## src/uart_pkg.sv

```systemverilog
/* uart package
   frame constants and receive state type shared by the serial port */

package uart_pkg;

  // 8N1 frame layout
  localparam int DATA_BITS  = 8;              // payload bits, sent lsb first
  localparam int FRAME_BITS = DATA_BITS + 2;  // start + data + stop

  // receive engine states
  // idle waits for a falling edge on the synced line,
  // start waits three half-bits to land mid bit 0,
  // data samples every second half-tick,
  // stop samples the stop level,
  // done holds the byte until the status block takes it
  typedef enum logic [2:0] {
    RX_IDLE  = 3'd0,
    RX_START = 3'd1,
    RX_DATA  = 3'd2,
    RX_STOP  = 3'd3,
    RX_DONE  = 3'd4
  } rx_state_t;

endpackage
```

## src/buart_top.sv

```systemverilog
/* buart top level
   full-duplex 8N1 port, divider setup and wiring of tx, rx and status */

`timescale 1ns/1ns

module buart_top #(
  parameter int CLK_FREQ = 25_000_000,   // input clock, Hz
  parameter int BAUD     = 500_000       // line rate
) (
  input  logic                           clk,
  input  logic                           resetq,
  input  logic                           rx,          // serial in
  output logic                           tx,          // serial out
  input  logic                           wr,          // write strobe
  input  logic [uart_pkg::DATA_BITS-1:0] tx_data,
  output logic                           busy,        // transmitting
  input  logic                           rd,          // read strobe
  output logic                           valid,       // byte held
  output logic [uart_pkg::DATA_BITS-1:0] rx_data,
  output logic                           overrun,
  output logic                           frame_err
);

  // one bit period for tx, half a bit for rx sampling
  localparam int BIT_DIV  = CLK_FREQ / BAUD;
  localparam int HALF_DIV = CLK_FREQ / (2 * BAUD);

  logic                           tx_busy;
  logic                           rx_done;
  logic                           rx_ack;
  logic                           rx_stop_ok;
  logic [uart_pkg::DATA_BITS-1:0] rx_byte;

  uart_tx #(
    .BIT_DIV (BIT_DIV)
  ) tx0 (
    .clk     (clk),
    .resetq  (resetq),
    .wr      (wr),
    .tx_data (tx_data),
    .tx      (tx),
    .tx_busy (tx_busy)
  );

  uart_rx #(
    .HALF_DIV   (HALF_DIV)
  ) rx0 (
    .clk        (clk),
    .resetq     (resetq),
    .rx         (rx),
    .rx_ack     (rx_ack),
    .rx_done    (rx_done),
    .rx_byte    (rx_byte),
    .rx_stop_ok (rx_stop_ok)
  );

  uart_status status0 (
    .clk        (clk),
    .resetq     (resetq),
    .rx_done    (rx_done),
    .rx_byte    (rx_byte),
    .rx_stop_ok (rx_stop_ok),
    .tx_busy    (tx_busy),
    .rd         (rd),
    .rx_ack     (rx_ack),
    .rx_data    (rx_data),
    .valid      (valid),
    .overrun    (overrun),
    .frame_err  (frame_err),
    .busy       (busy)
  );

endmodule

```

## src/uart_status.sv

```systemverilog
/* uart status block
   receive holding register, overrun and framing flags, host-side busy */

`timescale 1ns/1ns

module uart_status (
  input  logic                           clk,
  input  logic                           resetq,
  input  logic                           rx_done,     // engine holds a byte
  input  logic [uart_pkg::DATA_BITS-1:0] rx_byte,
  input  logic                           rx_stop_ok,
  input  logic                           tx_busy,     // from the tx bit counter
  input  logic                           rd,          // read strobe
  output logic                           rx_ack,      // frees the engine
  output logic [uart_pkg::DATA_BITS-1:0] rx_data,     // holding register
  output logic                           valid,
  output logic                           overrun,     // sticky until rd
  output logic                           frame_err,   // sticky until rd
  output logic                           busy
);

  logic rd_take;   // read that actually consumes a byte

  assign rd_take = rd & valid;

  // take every finished byte at once, the engine never stalls
  assign rx_ack = rx_done;

  // tx_busy comes straight off a flop in the transmitter
  assign busy = tx_busy;

  // flags, a new byte wins over a read in the same cycle
  always_ff @(posedge clk) begin
    if (!resetq) begin
      valid     <= 1'b0;
      overrun   <= 1'b0;
      frame_err <= 1'b0;
    end else begin
      if (rd_take) begin
        valid     <= 1'b0;
        overrun   <= 1'b0;
        frame_err <= 1'b0;
      end
      if (rx_done) begin
        valid <= 1'b1;
        // old byte still unread, it gets overwritten
        if (valid && !rd_take) overrun <= 1'b1;
        if (!rx_stop_ok) frame_err <= 1'b1;   // stop bit came in low
      end
    end
  end

  // holding register, overwritten on each new byte
  always_ff @(posedge clk) begin
    if (rx_done) rx_data <= rx_byte;
  end

endmodule

```

## src/uart_rx.sv

```systemverilog
/* uart receiver
   synchronises rx, finds the start edge, samples mid-bit and checks the stop bit */

`timescale 1ns/1ns

module uart_rx #(
  parameter int HALF_DIV = 25     // clocks per half bit
) (
  input  logic                           clk,
  input  logic                           resetq,
  input  logic                           rx,          // async serial in
  input  logic                           rx_ack,      // byte taken by host side
  output logic                           rx_done,     // level while byte is held
  output logic [uart_pkg::DATA_BITS-1:0] rx_byte,
  output logic                           rx_stop_ok   // stop bit sampled high
);

  // half-tick numbering from the start edge
  // first sample after 3 half-ticks, then every 2
  localparam int FIRST_HT = 2;                           // count value at bit 0
  localparam int LAST_HT  = 2 * uart_pkg::DATA_BITS;     // count at last data bit
  localparam int STOP_HT  = LAST_HT + 2;                 // count at stop bit
  localparam int HW       = $clog2(STOP_HT + 1);

  uart_pkg::rx_state_t state;

  logic          rx_meta;       // first sync stage
  logic          rx_sync;       // second sync stage
  logic          rx_prev;       // for edge detect
  logic          start_edge;
  logic          half_tick;
  logic [HW-1:0] hcnt;          // half-ticks since start edge
  logic          data_sample;
  logic          stop_sample;

  assign start_edge = (state == uart_pkg::RX_IDLE) & rx_prev & ~rx_sync;
  assign rx_done    = (state == uart_pkg::RX_DONE);

  // bit 0 in RX_START, the rest at even counts in RX_DATA
  assign data_sample = half_tick & ~hcnt[0] &
                       (((state == uart_pkg::RX_START) && (hcnt == HW'(FIRST_HT))) ||
                        (state == uart_pkg::RX_DATA));
  assign stop_sample = half_tick & (state == uart_pkg::RX_STOP) &
                       (hcnt == HW'(STOP_HT));

  // half-bit timer, aligned to the start edge
  baud_tick #(
    .DIV     (HALF_DIV)
  ) half_timer (
    .clk     (clk),
    .resetq  (resetq),
    .restart (start_edge),
    .tick    (half_tick)
  );

  // two-flop sync plus one for the edge, all reset to idle level
  always_ff @(posedge clk) begin
    if (!resetq) begin
      rx_meta <= 1'b1;
      rx_sync <= 1'b1;
      rx_prev <= 1'b1;
    end else begin
      rx_meta <= rx;
      rx_sync <= rx_meta;
      rx_prev <= rx_sync;
    end
  end

  // frame FSM
  always_ff @(posedge clk) begin
    if (!resetq) begin
      state <= uart_pkg::RX_IDLE;
      hcnt  <= '0;
    end else begin
      case (state)
        uart_pkg::RX_IDLE: begin
          if (start_edge) begin
            state <= uart_pkg::RX_START;
            hcnt  <= '0;
          end
        end
        uart_pkg::RX_START: begin
          if (half_tick) begin
            hcnt <= hcnt + 1'b1;
            if (hcnt == HW'(FIRST_HT)) state <= uart_pkg::RX_DATA;  // bit 0 taken
          end
        end
        uart_pkg::RX_DATA: begin
          if (half_tick) begin
            hcnt <= hcnt + 1'b1;
            if (hcnt == HW'(LAST_HT)) state <= uart_pkg::RX_STOP;   // msb taken
          end
        end
        uart_pkg::RX_STOP: begin
          if (stop_sample) begin
            state <= uart_pkg::RX_DONE;
          end else if (half_tick) begin
            hcnt <= hcnt + 1'b1;
          end
        end
        uart_pkg::RX_DONE: begin
          if (rx_ack) state <= uart_pkg::RX_IDLE;  // back before next start bit
        end
        default: state <= uart_pkg::RX_IDLE;
      endcase
    end
  end

  // payload, shifted in lsb first
  always_ff @(posedge clk) begin
    if (data_sample) rx_byte <= {rx_sync, rx_byte[uart_pkg::DATA_BITS-1:1]};
    if (stop_sample) rx_stop_ok <= rx_sync;
  end

endmodule

```

## src/uart_tx.sv

```systemverilog
/* uart transmitter
   serialises one byte into a start/data/stop frame on tx */

`timescale 1ns/1ns

module uart_tx #(
  parameter int BIT_DIV = 50      // clocks per bit
) (
  input  logic                           clk,
  input  logic                           resetq,
  input  logic                           wr,        // write strobe
  input  logic [uart_pkg::DATA_BITS-1:0] tx_data,
  output logic                           tx,        // serial out, idles high
  output logic                           tx_busy
);

  // bit counter holds 0..FRAME_BITS, 0 means idle
  localparam int CW = $clog2(uart_pkg::FRAME_BITS + 1);

  logic [CW-1:0]                    bitcount;
  logic [uart_pkg::DATA_BITS:0]     shifter;   // data plus stop bit
  logic                             sending;
  logic                             accept;    // wr taken this cycle
  logic                             bit_tick;

  assign sending = (bitcount != '0);
  assign tx_busy = sending;
  assign accept  = wr & ~sending;              // wr while busy is dropped

  // bit timer, restarted so the start bit lasts a full BIT_DIV
  baud_tick #(
    .DIV     (BIT_DIV)
  ) bit_timer (
    .clk     (clk),
    .resetq  (resetq),
    .restart (accept),
    .tick    (bit_tick)
  );

  // control state: line level and bit count
  always_ff @(posedge clk) begin
    if (!resetq) begin
      tx       <= 1'b1;                        // line idle
      bitcount <= '0;
    end else if (accept) begin
      tx       <= 1'b0;                        // start bit goes out now
      bitcount <= CW'(uart_pkg::FRAME_BITS);
    end else if (sending && bit_tick) begin
      tx       <= shifter[0];                  // next bit, lsb first
      bitcount <= bitcount - 1'b1;
    end
  end

  // frame shifter, loaded with stop bit on top of the byte
  always_ff @(posedge clk) begin
    if (accept) begin
      shifter <= {1'b1, tx_data};
    end else if (sending && bit_tick) begin
      shifter <= {1'b1, shifter[uart_pkg::DATA_BITS:1]};  // fill with ones
    end
  end

endmodule

```

## src/baud_tick.sv

```systemverilog
/* baud tick generator
   restartable down-counter, one-cycle tick every DIV clocks */

`timescale 1ns/1ns

module baud_tick #(
  parameter int DIV = 50          // clocks per tick
) (
  input  logic clk,
  input  logic resetq,
  input  logic restart,           // realign, next tick DIV clocks out
  output logic tick
);

  // counter only has to hold DIV-1
  localparam int W = (DIV > 1) ? $clog2(DIV) : 1;
  localparam logic [W-1:0] RELOAD = W'(DIV - 1);

  logic [W-1:0] cnt;

  // tick while the count sits at zero
  assign tick = (cnt == '0);

  always_ff @(posedge clk) begin
    if (!resetq) begin
      cnt <= RELOAD;                // loaded, so no tick straight out of reset
    end else if (restart) begin
      cnt <= RELOAD;                // frame start, bit boundary from here
    end else if (tick) begin
      cnt <= RELOAD;                // wrap
    end else begin
      cnt <= cnt - 1'b1;
    end
  end

endmodule

```

## config.mk

```make
export PLATFORM = sky130hd
export DESIGN_NAME = buart_top
export DESIGN_NICKNAME = d
export VERILOG_FILES = /design/src/uart_pkg.sv /design/src/buart_top.sv /design/src/uart_status.sv /design/src/uart_rx.sv /design/src/uart_tx.sv /design/src/baud_tick.sv
export SDC_FILE = /design/constraint.sdc
export NUM_CORES = 1
export LEC_CHECK = 0
export BUFFER_PORTS_ARGS = -buffer_cell sky130_fd_sc_hd__buf_2
export CAP_MARGIN = 20
export CORE_UTILIZATION = 57
export CTS_CLUSTER_DIAMETER = 50
export DETAILED_ROUTE_END_ITERATION = 6
export HOLD_SLACK_MARGIN = 0.02
export PLACE_DENSITY_LB_ADDON = 0.15
export SLEW_MARGIN = 20
export SYNTH_ARGS = -nofsm -noshare
export SYNTH_HDL_FRONTEND = slang
export SYNTH_SLANG_ARGS = --single-unit
```

## constraint.sdc

```tcl
create_clock -name clk -period 3 [get_ports clk]
set_clock_uncertainty 0.2 [all_clocks]
set_input_delay 0.45 -clock clk [delete_from_list [all_inputs] [get_ports clk]]
set_output_delay 0.45 -clock clk [all_outputs]
set_load 0.02 [all_outputs]
```

==> metrics.sh, run 1 <==
HOLD_VIOLATIONS=0
HOLDBUFCOUNTCTS=0
DEPTH_OF_THE_WORST_REGISTER_TO_REGISTER_PATH=6
FINAL-MAX-SLEW-VIOLATION-COUNT=0
UNREPAIRED_SETUP_ENDPOINTS_AFTER_GLOBAL_ROUTING='false'
WORST_EP_ARRIVAL_TIME_NS=2.19
CAPTURE_ENDPOINT_OF_THE_WORST_HOLD_PATH='rx0.rx_meta$_SDFF_PN1_'
FFS_W_ASYNC_S_R_SYNTH_PCT=0
SETUP_VIOL=0
FINAL_PERIOD_MINUS_WORST_SETUP_SLACK_NS=2.38
DRT_PASS1_ITERATIONS=4
N_ANTENNA_CELL=0
CLOCK_LATENCY_NS=0.31
CRIT_PATH_END_KIND='flip-flop'
GRT_ANTENNA_BEFORE_REPAIR=0
TRITONCTS='built'
POST_SYNTH_EDFFS=25
CTS_NUM_SINKS=55
NUM-FILL-CELLS=293
MAPPEDNETLISTAREA_MM2=0.00227
NUMBER_OF_MAX_CAPACITANCE_VIOLATIONS_REPORTED=0
COUNT_OF_BUFFERS_ADDED_BY_POST_CTS_TIMING_REPAIR_FOR_SETUP=0
DIE-AREA_MM2=0.00425
CLOCK_TREE.ROOT_CELL='clkbuf_8'
ROUTED-VIA-COUNT=1567
DETAIL_ROUTE.WIRELENGTH_UM=3900
CLKTRANSATPATHREGS_NS=0.10
YOSYS.CELL_TYPES.COUNT=42
REGTOREGSTARTPOINT='rx0.hcnt[0]$_SDFFE_PN0P_'
FINALNETCOUNT=259
YOSYS-TOP-CELLS-COUNT='nand2_1, dfxtp_1, edfxtp_1'
SYNTHESIS.NETS=232
AREA_TAKEN_BY_MULTI_INPUT_LOGIC_GATES_UM2=858
NUMCTSBUFFERS=5
NUMBER_OF_GLOBAL_ROUTE_VIAS_BEFORE_REPAIR=1482
HOLD_PATH_CLASS='primary input to flip-flop'
WORSTPATHMAXFANOUT=8
YOSYSTOPAREACELLSHARE_PCT=33.0
PLACE_AREA_MM2=0.00244
POST_SYNTH_MAIN_AREA_CONTRIBUTORS='edfxtp_1, dfxtp_1, nand2_1, ha_1, nand2b_1'
POST_DRT_VIA_CELL_RATIO=5.46
FF2FF_SETUP_SLACK_NS=0.62
FP.DIEH_UM=65.2
GRT_MAX_DEGREE=17
RUN_STATUS='completed'
GLOBALROUTETOTALUTIL_PCT=20.8
SYNTHESIS.AREA_PER_INSTANCE_UM2=10.8
FP.COREAREA_MM2=0.00374
DETAIL_ROUTE.DRC_VIOLATIONS=0
P_PER_AREA_mW_PER_MM2=544
IO_PINS=26
LAYOUT.CELL_AREA.NON_FILLER_MM2=0.00253
SLEW-LIMIT-HEADROOM_PCT=55.1
MIN_FROM='rx'
SYNTHDOMINANTAREACELLTYPE='edfxtp_1'
REGISTER_AREA_MM2=0.00135
FLOORPLAN.ROWS=22
GPL.FINAL_WEIGHTED_CONGESTION=0.796
FP.DIEW_UM=65.2
SYNTH_SEQ_CELLS=55
MAX_CLOCK_FREQ_MHz=421
P_LEAK_nW=0.957
YS_DOMINANT_REG_CELL='dfxtp_1'
TIMING.SETUP.TNS_NS=0
PEAK_SUPPLY_DROP_uV=316
CTS-ROOT-TO-SINK-BUFFERS=2
GRT_PASS1_WL_UM=6570
CTSRESIZECOUNT=0
STARTPOINT_TYPE='flip-flop'
TIMING.RR.END='rx0.rx_byte[7]$_DFFE_PP_'
DRIVE_ABOVE_1_SHARE_PCT=15.9
GRT.OVERFLOW.TOTAL=0
WORST_SLEW_PIN_SLEW_NS=0.664
WORST_EP_REQUIRED_TIME_NS=2.82
CLOCK_H_TREE_LEVELS=2
KIND_OF_CRITICAL_PATH='flip-flop to flip-flop'
PORT_BUFFERS=25
STARTING_UTILIZATION_OF_THE_CORE_AREA_PCT=60.8
DRTITER0DRC=109
ANTENNA_LEFT=0
SYNTH.MOST_COMMON_CELL='nand2_1'
DPL.HPWL_UM=2830
ROUTE.DETAILED.WL_PER_INST_UM=13.6
YOSYSSEQAREASHARE_PCT=59.4
FIN_CRIT_SH_PCT=79.2
POST_SYNTH_INST_COUNT=211
SYN2LAYOUT_AREA_GROWTH_PCT=11.2
WORSTHOLDPATHCELLS=2
YS.WARNINGS.COUNT=0
-- state kept, by name (all words and copies together), names as in the netlist, 3 cells and up, named ones only --
| name | count |
|---|---|
| rx0.half_timer.cnt | 5 |
| rx0.hcnt | 5 |
| rx0.rx_byte | 8 |
| rx0.state | 3 |
| status0.rx_data | 8 |
| tx0.bit_timer.cnt | 6 |
| tx0.bitcount | 4 |
| tx0.shifter | 8 |
-- power by group --
| group | total [W] | switching [W] | leakage (nW) | internal [W] |
|---|---|---|---|---|
| Combinational | 0.000133 | 0.0000750 | 0.442 | 0.0000575 |
| Sequential | 0.000845 | 0.0000246 | 0.473 | 0.000820 |
| Clock | 0.000399 | 0.000235 | 0.0428 | 0.000164 |
-- critical path, stage by stage, from the launching register on --
cell      delay (ns)
dfxtp_1         0.37
inv_1           0.10
ha_1            0.15
nor4bb_1        0.60
a21oi_1         0.14
nor4_1          0.29
buf_4           0.25
-- worst max path at each step --
stage,start,end,slack (ns),cells after the start
floorplan,rx0.hcnt[0]$_SDFFE_PN0P_,rx0.rx_byte[0]$_DFFE_PP_,0.42,5
global placement,tx0.bit_timer.cnt[0]$_SDFF_PP1_,tx0.shifter[5]$_DFFE_PP_,0.78,5
detailed placement,rx0.hcnt[0]$_SDFFE_PN0P_,rx0.rx_byte[6]$_DFFE_PP_,0.69,6
CTS,rx0.hcnt[0]$_SDFFE_PN0P_,rx0.rx_byte[7]$_DFFE_PP_,0.65,6
global route,rx0.hcnt[0]$_SDFFE_PN0P_,rx0.rx_byte[7]$_DFFE_PP_,0.45,6
finish,rx0.hcnt[0]$_SDFFE_PN0P_,rx0.rx_byte[7]$_DFFE_PP_,0.62,6
-- metrics by stage --
| step | hold slack (ns) | utilization, % | power (W) | worst slack (ns) | instances |
|---|---|---|---|---|---|
| 3_3_place_gp | 0.179 | 65.3 | 0.000984 | 0.777 | 279 |
| 2_1_floorplan | 0.171 | - | 0.000958 | 0.417 | 211 |
| 6_report | 0.122 | 67.5 | 0.00138 | 0.625 | 287 |
| 3_5_place_dp | 0.184 | 65.3 | 0.000995 | 0.685 | 279 |
| 4_1_cts | 0.114 | 67.5 | 0.00138 | 0.654 | 287 |
| 5_1_grt | 0.112 | 67.5 | 0.00144 | 0.448 | 287 |
-- layout make-up --
type	count	area share, %
clock buffers	6	2.87
flip-flops and latches	55	53.4
repair buffers	26	5.24
multi-input cells	139	33.9
inverters	11	1.63
clock inverters	2	0.495
well taps	48	2.38
-- metal layers --
| metal | global-route usage [%] | share of wire, % | vias up |
|---|---|---|---|
| met1 | 24.8 | 46 | 745 |
| met2 | 35.2 | 50 | 31 |
| li1 | - | - | 785 |
| met4 | 8.15 | 1.1 | 0 |
| met3 | 5.90 | 3.6 | 6 |
| met5 | 0 | 0 | - |
-- cell usage in the layout (no fill, tap or decap), types with 5 or more instances in the layout --
cell type	Yosys	routed
inv_1	11	11
edfxtp_1	25	25
buf_2	1	25
a21oi_1	6	6
nand2_1	39	39
xnor2_1	5	5
ha_1	8	8
nand2b_1	12	12
clkbuf_8	0	5
dfxtp_1	30	30
nor2_1	17	17
-- kinds of logic after synthesis --
group / synth area share (%)
adders and majority gates: 4.40
xor gates and xnor gates: 2.70
buffers and inverters: 2.86
AOI/OAI and AO/OA: 7.43
and+or+nand+nor: 21.9
muxes: 1.32
DFF: 59.4
Power figures use the tool's default switching activity.
==> run 2: changes to the inputs <==
clock period = 2.3 ns   (was 3 ns; I/O delays follow)
==> run 2 against run 1 <==
Net effect:
- worst setup slack worse by 0.56 ns
- sequential share of layout area is 1.8 points lower
- final cell count is 1.7% higher
- fmax is 6.1% higher
- register-to-register slack worse by 0.56 ns
- non-clock buffer count is 5 higher
- die area stayed put
- routed wire length is 7.6% higher
- flip-flop and latch count stayed put
- sequential power is 30% higher
- combinational power is 38% higher
- critical path type unchanged
==> metrics.sh, run 2 (synthesis gave the netlist of run 1 again) <==
PATH_DELAY_FAMILY='simple AND/OR/NAND/NOR gates'
PEAK_SUPPLY_DROP_uV=373
N_ANTENNA_CELL=0
ROUTE.DETAILED.WL_PER_INST_UM=14.4
WORSTHOLDPATHCELLS=3
WORST_SLEW_PIN_SLEW_NS=0.517
GRT_PASS1_WL_UM=7330
HOLD_PATH_CLASS='primary input to flip-flop'
DETAIL_ROUTE.WIRELENGTH_UM=4200
STARTING_UTILIZATION_OF_THE_CORE_AREA_PCT=60.8
CRIT_CHAIN='inv_1 > ha_1 > or4b_1 > a211o_1 > or4b_1 > a21oi_1'
NETSWITCHINGFRACTION_PCT=23.2
GRT_MAX_DEGREE=18
WORSTPATHMAXFANOUT=4
FINALNETCOUNT=264
DPL.HPWL_UM=3000
SYN2LAYOUT_AREA_GROWTH_PCT=15.1
TOTAL_SWITCHING_POWER_W=0.000445
KIND_OF_CRITICAL_PATH='flip-flop to flip-flop'
PORT_BUFFERS=25
CELL_INTERNAL_PWR_W=0.00148
DRT_PASS1_ITERATIONS=4
FF2FF_SETUP_SLACK_NS=0.06
DETAIL_ROUTE.DRC_VIOLATIONS=0
TIMING.CRITICAL_PATH.BUF_INV=1
REG.LARGEST.LIST='rx0.rx_byte: 8 flops, status0.rx_data: 8 flops, tx0.shifter: 8 flops'
CLOCK_LATENCY_NS=0.31
WORST_EP_ARRIVAL_TIME_NS=2.28
GLOBALROUTETOTALUTIL_PCT=23.1
POWER_FRAC_CLOCK_PCT=33.1
WORST_PATH_LARGEST_CELL_DELAY_NS=0.48
CLOCK_H_TREE_LEVELS=2
CP_SLOWEST_CELL='or4b_1'
GRT.OVERFLOW.TOTAL=0
HOLD_VIOLATIONS=0
MIN_FROM='tx_data[0]'
DRIVE_ABOVE_1_SHARE_PCT=19.3
CAPTURE_ENDPOINT_OF_THE_WORST_HOLD_PATH='tx0.shifter[0]$_DFFE_PP_'
MOST_FREQUENT_CELLS_IN_THE_LAYOUT='nand2_1, dfxtp_1, buf_2, edfxtp_1, nor2_1'
MAX_CLOCK_FREQ_MHz=447
CRIT_PATH_END_KIND='flip-flop'
FIN_CRIT_SH_PCT=97.3
REGTOREGSTARTPOINT='rx0.half_timer.cnt[0]$_SDFF_PP0_'
GRT_ANTENNA_BEFORE_REPAIR=0
SETUP_VIOL=0
MOST_COMMON_CELL_AFTER_LAYOUT_FILL_AND_TAPS_ASIDE='nand2_1'
CLOCK_TREE.ROOT_CELL='clkbuf_8'
ROUTED-VIA-COUNT=1611
GPL.FINAL_WEIGHTED_CONGESTION=0.859
CRIT_PATH_FREQUENT_CELL='or4b_1'
SLEW-LIMIT-HEADROOM_PCT=65.4
TRITONCTS='built'
FP.DIEW_UM=65.2
TIMING.RR.END='rx0.hcnt[1]$_SDFFE_PN0P_'
ANTENNA_LEFT=0
FP.DIEH_UM=65.2
RUN_STATUS='completed'
NUMBER_OF_MAX_CAPACITANCE_VIOLATIONS_REPORTED=0
POST_DRT_VIA_CELL_RATIO=5.52
FINAL-MAX-SLEW-VIOLATION-COUNT=0
CTS-ROOT-TO-SINK-BUFFERS=2
P_PER_AREA_mW_PER_MM2=734
NUM-FILL-CELLS=290
LAYOUT_SETUP_WS_NS=0.0621
UNREPAIRED_SETUP_ENDPOINTS_AFTER_GLOBAL_ROUTING='true'
CP.DEPTH=6
NUMBER_OF_GLOBAL_ROUTE_VIAS_BEFORE_REPAIR=1617
PRECTSSETUPSLACK_NS=-0.0171
P_LEAK_nW=0.997
PWR-SHARE-COMB_PCT=9.5
WORST_EP_REQUIRED_TIME_NS=2.34
CLKTRANSATPATHREGS_NS=0.09
DEPTH_OF_THE_WORST_REGISTER_TO_REGISTER_PATH=6
FINAL_PERIOD_MINUS_WORST_SETUP_SLACK_NS=2.24
DIE-AREA_MM2=0.00425
IO_PINS=26
NUMCTSBUFFERS=5
UTILIZATION_PCT=70.0
SEQPWRFRAC_PCT=57.3
FLOORPLAN.ROWS=22
DRTITER0DRC=125
CTS_NUM_SINKS=55
STARTPOINT_TYPE='flip-flop'
FP.COREAREA_MM2=0.00374
==> run 2: tightest hold or removal path: cells and delay by family <==
family | cells | cell delay, ns
and+or+nand+nor | 2 | 0.08
buffers and inverters | 1 | 0.07
==> run 2: final cells by class <==
class	instances	area [um2]	share of cell area (%)
sequential	55	1350	51.6
clock buffer	5	68.8	2.63
timing repair buffer	31	173	6.59
inverter	11	41.3	1.58
clock inverter	3	42.5	1.62
tap	48	60.1	2.29
multi-input combinational	139	882	33.7
==> run 2: stage by stage <==
step | power, W | setup TNS, ns | std cells | hold WS (ns) | instance area, um2
after detailed placement | 0.00131 | -0.0171 | 283 | 0.188 | 2480
after global routing | 0.00201 | -0.0134 | 292 | 0.0841 | 2620
after CTS | 0.00194 | 0 | 292 | 0.0801 | 2600
final | 0.00192 | 0 | 292 | 0.0940 | 2620
after floorplan | 0.00125 | 0 | 211 | 0.171 | 2280
after global placement | 0.00129 | 0 | 283 | 0.183 | 2480
==> run 2: worst max-delay path by stage <==
stage	start	to
2_1_floorplan	rx0.hcnt[0]$_SDFFE_PN0P_	rx0.rx_byte[0]$_DFFE_PP_
3_3_place_gp	rx0.hcnt[0]$_SDFFE_PN0P_	rx0.rx_byte[2]$_DFFE_PP_
3_5_place_dp	rx0.half_timer.cnt[0]$_SDFF_PP0_	rx0.state[0]$_SDFFE_PN0P_
4_1_cts	rx0.half_timer.cnt[0]$_SDFF_PP0_	rx0.state[0]$_SDFFE_PN0P_
5_1_grt	rx0.half_timer.cnt[0]$_SDFF_PP0_	rx0.hcnt[1]$_SDFFE_PN0P_
6_report	rx0.half_timer.cnt[0]$_SDFF_PP0_	rx0.hcnt[1]$_SDFFE_PN0P_
==> run 2: routing by layer <==
layer	vias to the layer above	GRT usage, %	share of wire, %	routed length [um]
met1	761	27.5	42	1760
met4	0	8.97	1.7	70
met2	49	40.1	52	2170
met3	9	5.73	4.6	194
li1	792	-	-	-
met5	-	0	0	0
==> run 2: power groups by stage <==
stage	clock, W	combinational, W	sequential [W]
after floorplan	0	0.000131	0.00112
after global placement	0	0.000168	0.00112
after detailed placement	0	0.000181	0.00112
after CTS	0.000651	0.000184	0.00110
after global routing	0.000686	0.000211	0.00111
final	0.000637	0.000183	0.00110
==> run 2: repair_timing <==
action                                 4_1_cts  5_1_grt
setup endpoints to repair                    1       11
endpoints found under the hold margin        1        0
hold buffers                                 1        0
buffers inserted                             0        0
resized for setup                            1        3
==> run 3: changes to the inputs <==
CORE_ASPECT_RATIO = 0.5   (was default)
==> run 3 against run 2 <==
Net effect:
- first-iteration DRC count is 20% lower
- via count is 2.6% lower
- final cell count is 1.0% higher
- sequential power hardly changed
- register-to-register slack hardly changed
- cell area is 0.53% lower
- fmax hardly changed
- highest routed layer unchanged
==> metrics.sh, run 3 (synthesis gave the netlist of run 1 again) <==
ANTENNA_LEFT=0
NUMBER_OF_MAX_CAPACITANCE_VIOLATIONS_REPORTED=0
ROUTE.DETAILED.WL_PER_INST_UM=12.6
GPL.FINAL_WEIGHTED_CONGESTION=0.823
GRT_MAX_DEGREE=20
IO_PINS=26
FINAL-MAX-SLEW-VIOLATION-COUNT=0
PEAK_SUPPLY_DROP_uV=458
P_PER_AREA_mW_PER_MM2=705
GLOBALROUTETOTALUTIL_PCT=19.0
FF2FF_SETUP_SLACK_NS=0.06
GRT_ANTENNA_BEFORE_REPAIR=0
CLKTRANSATPATHREGS_NS=0.10
FINAL_PERIOD_MINUS_WORST_SETUP_SLACK_NS=2.24
SYN2LAYOUT_AREA_GROWTH_PCT=14.5
ROUTED-VIA-COUNT=1569
PLACE_AREA_MM2=0.00248
WORST_SLEW_PIN_SLEW_NS=0.472
FP.DIEW_UM=91.3
DPL.HPWL_UM=2660
NUMCTSBUFFERS=5
UTILIZATION_PCT=71.9
CTS-ROOT-TO-SINK-BUFFERS=2
GRT_USE_MET2_PCT=33.6
FP.COREAREA_MM2=0.00362
KIND_OF_CRITICAL_PATH='flip-flop to flip-flop'
HOLD_VIOLATIONS=0
SETUP_VIOL=0
LAYOUT.CELL_AREA.NON_FILLER_MM2=0.00261
DIE-AREA_MM2=0.00426
NUMBER_OF_GLOBAL_ROUTE_VIAS_BEFORE_REPAIR=1402
STARTPOINT_TYPE='flip-flop'
RUN_STATUS='completed'
WORST_EP_ARRIVAL_TIME_NS=2.28
DRT_PASS1_ITERATIONS=5
DRTITER0DRC=100
REG.LARGEST.LIST='rx0.rx_byte: 8 flops, status0.rx_data: 8 flops, tx0.shifter: 8 flops'
DETAIL_ROUTE.WIRELENGTH_UM=3720
FLOORPLAN.ROWS=15
CLOCK_LATENCY_NS=0.31
FP.DIEH_UM=46.7
TRITONCTS='built'
MOST_COMMON_CELL_AFTER_LAYOUT_FILL_AND_TAPS_ASIDE='nand2_1'
FINALNETCOUNT=264
FIN_CRIT_SH_PCT=97.2
GRT_BUSIEST_LAYER='met2'
P_LEAK_nW=0.986
DETAIL_ROUTE.DRC_VIOLATIONS=0
WORSTPATHMAXFANOUT=3
MAX_CLOCK_FREQ_MHz=447
PORT_BUFFERS=25
NUM-FILL-CELLS=270
SLEW-LIMIT-HEADROOM_PCT=68.1
CTS_NUM_SINKS=55
POST_DRT_VIA_CELL_RATIO=5.32
CLOCK_H_TREE_LEVELS=2
MOST_FREQUENT_CELLS_IN_THE_LAYOUT='nand2_1, dfxtp_1, buf_2, edfxtp_1, nor2_1'
GRT.OVERFLOW.TOTAL=0
GRT_PASS1_WL_UM=6100
HOLD_PATH_CLASS='primary input to flip-flop'
N_ANTENNA_CELL=0
WORST_EP_REQUIRED_TIME_NS=2.35
CRIT_PATH_END_KIND='flip-flop'
CLOCK_TREE.ROOT_CELL='clkbuf_8'
STARTING_UTILIZATION_OF_THE_CORE_AREA_PCT=62.8
FINALPOWER_W=0.00184
DRIVE_ABOVE_1_SHARE_PCT=20.9
GRTUSAGEMET1_PCT=23.3
GR-USAGE-MET3_PCT=5.94
-- run 3: power by group --
group | switching (W) | total (W) | internal (W)
combinational | 0.0000987 | 0.000179 | 0.0000802
clock | 0.000330 | 0.000555 | 0.000225
sequential | 0.0000339 | 0.00110 | 0.00107
total | 0.000463 | 0.00184 | 0.00137
-- run 3: routing by layer --
layer  vias to the layer above  wire length [um]
li1                        796                 -
met3                         7               154
met5                         -                 0
met4                         0                46
met1                       734              1820
met2                        32              1700
-- run 3: final timing paths --
| kind | from | endpoint | cells after the start |
|---|---|---|---|
| hold reg to reg | tx0.bit_timer.cnt[0]$_SDFF_PP1_ | tx0.bit_timer.cnt[0]$_SDFF_PP1_ | 1 |
| setup / recovery | rx0.half_timer.cnt[0]$_SDFF_PP0_ | rx0.hcnt[1]$_SDFFE_PN0P_ | 6 |
| hold / removal | tx_data[7] | tx0.shifter[7]$_SDFFCE_PN1P_ | 2 |
| setup reg to reg | rx0.half_timer.cnt[0]$_SDFF_PP0_ | rx0.hcnt[1]$_SDFFE_PN0P_ | 6 |
-- run 3: cell type report --
class / count / area [um2] / area share (%)
Sequential cell: 55 / 1350 / 51.9
Multi-Input combinational cell: 139 / 881 / 33.8
Timing Repair Buffer: 31 / 173 / 6.63
Clock buffer: 5 / 68.8 / 2.64
Tap cell: 51 / 63.8 / 2.45
Inverter: 11 / 41.3 / 1.59
Clock inverter: 3 / 26.3 / 1.01
-- run 3: worst max-delay path: stages, from the launching register on --
cell,delay (ns)
dfxtp_1,0.35
inv_2,0.07
ha_2,0.16
or4b_4,0.46
a211o_1,0.31
or4b_1,0.50
a21oi_2,0.13
-- run 3: metrics by stage --
step / setup WS (ns) / hold slack, ns / cells / setup TNS, ns
after floorplan: 0.0193 / 0.171 / 211 / 0
after global placement: 0.160 / 0.183 / 285 / 0
after detailed placement: 0.100 / 0.190 / 285 / 0
after CTS: 0.0740 / 0.0864 / 294 / 0
after global routing: -0.0281 / 0.0863 / 295 / -0.0281
final: 0.0642 / 0.0923 / 295 / 0
-- run 3: repair_timing --
item,CTS,global route
buffers inserted,0,1
resized for setup,0,6
setup endpoints to repair,0,11
endpoints found under the hold margin,1,0
hold buffers,1,0
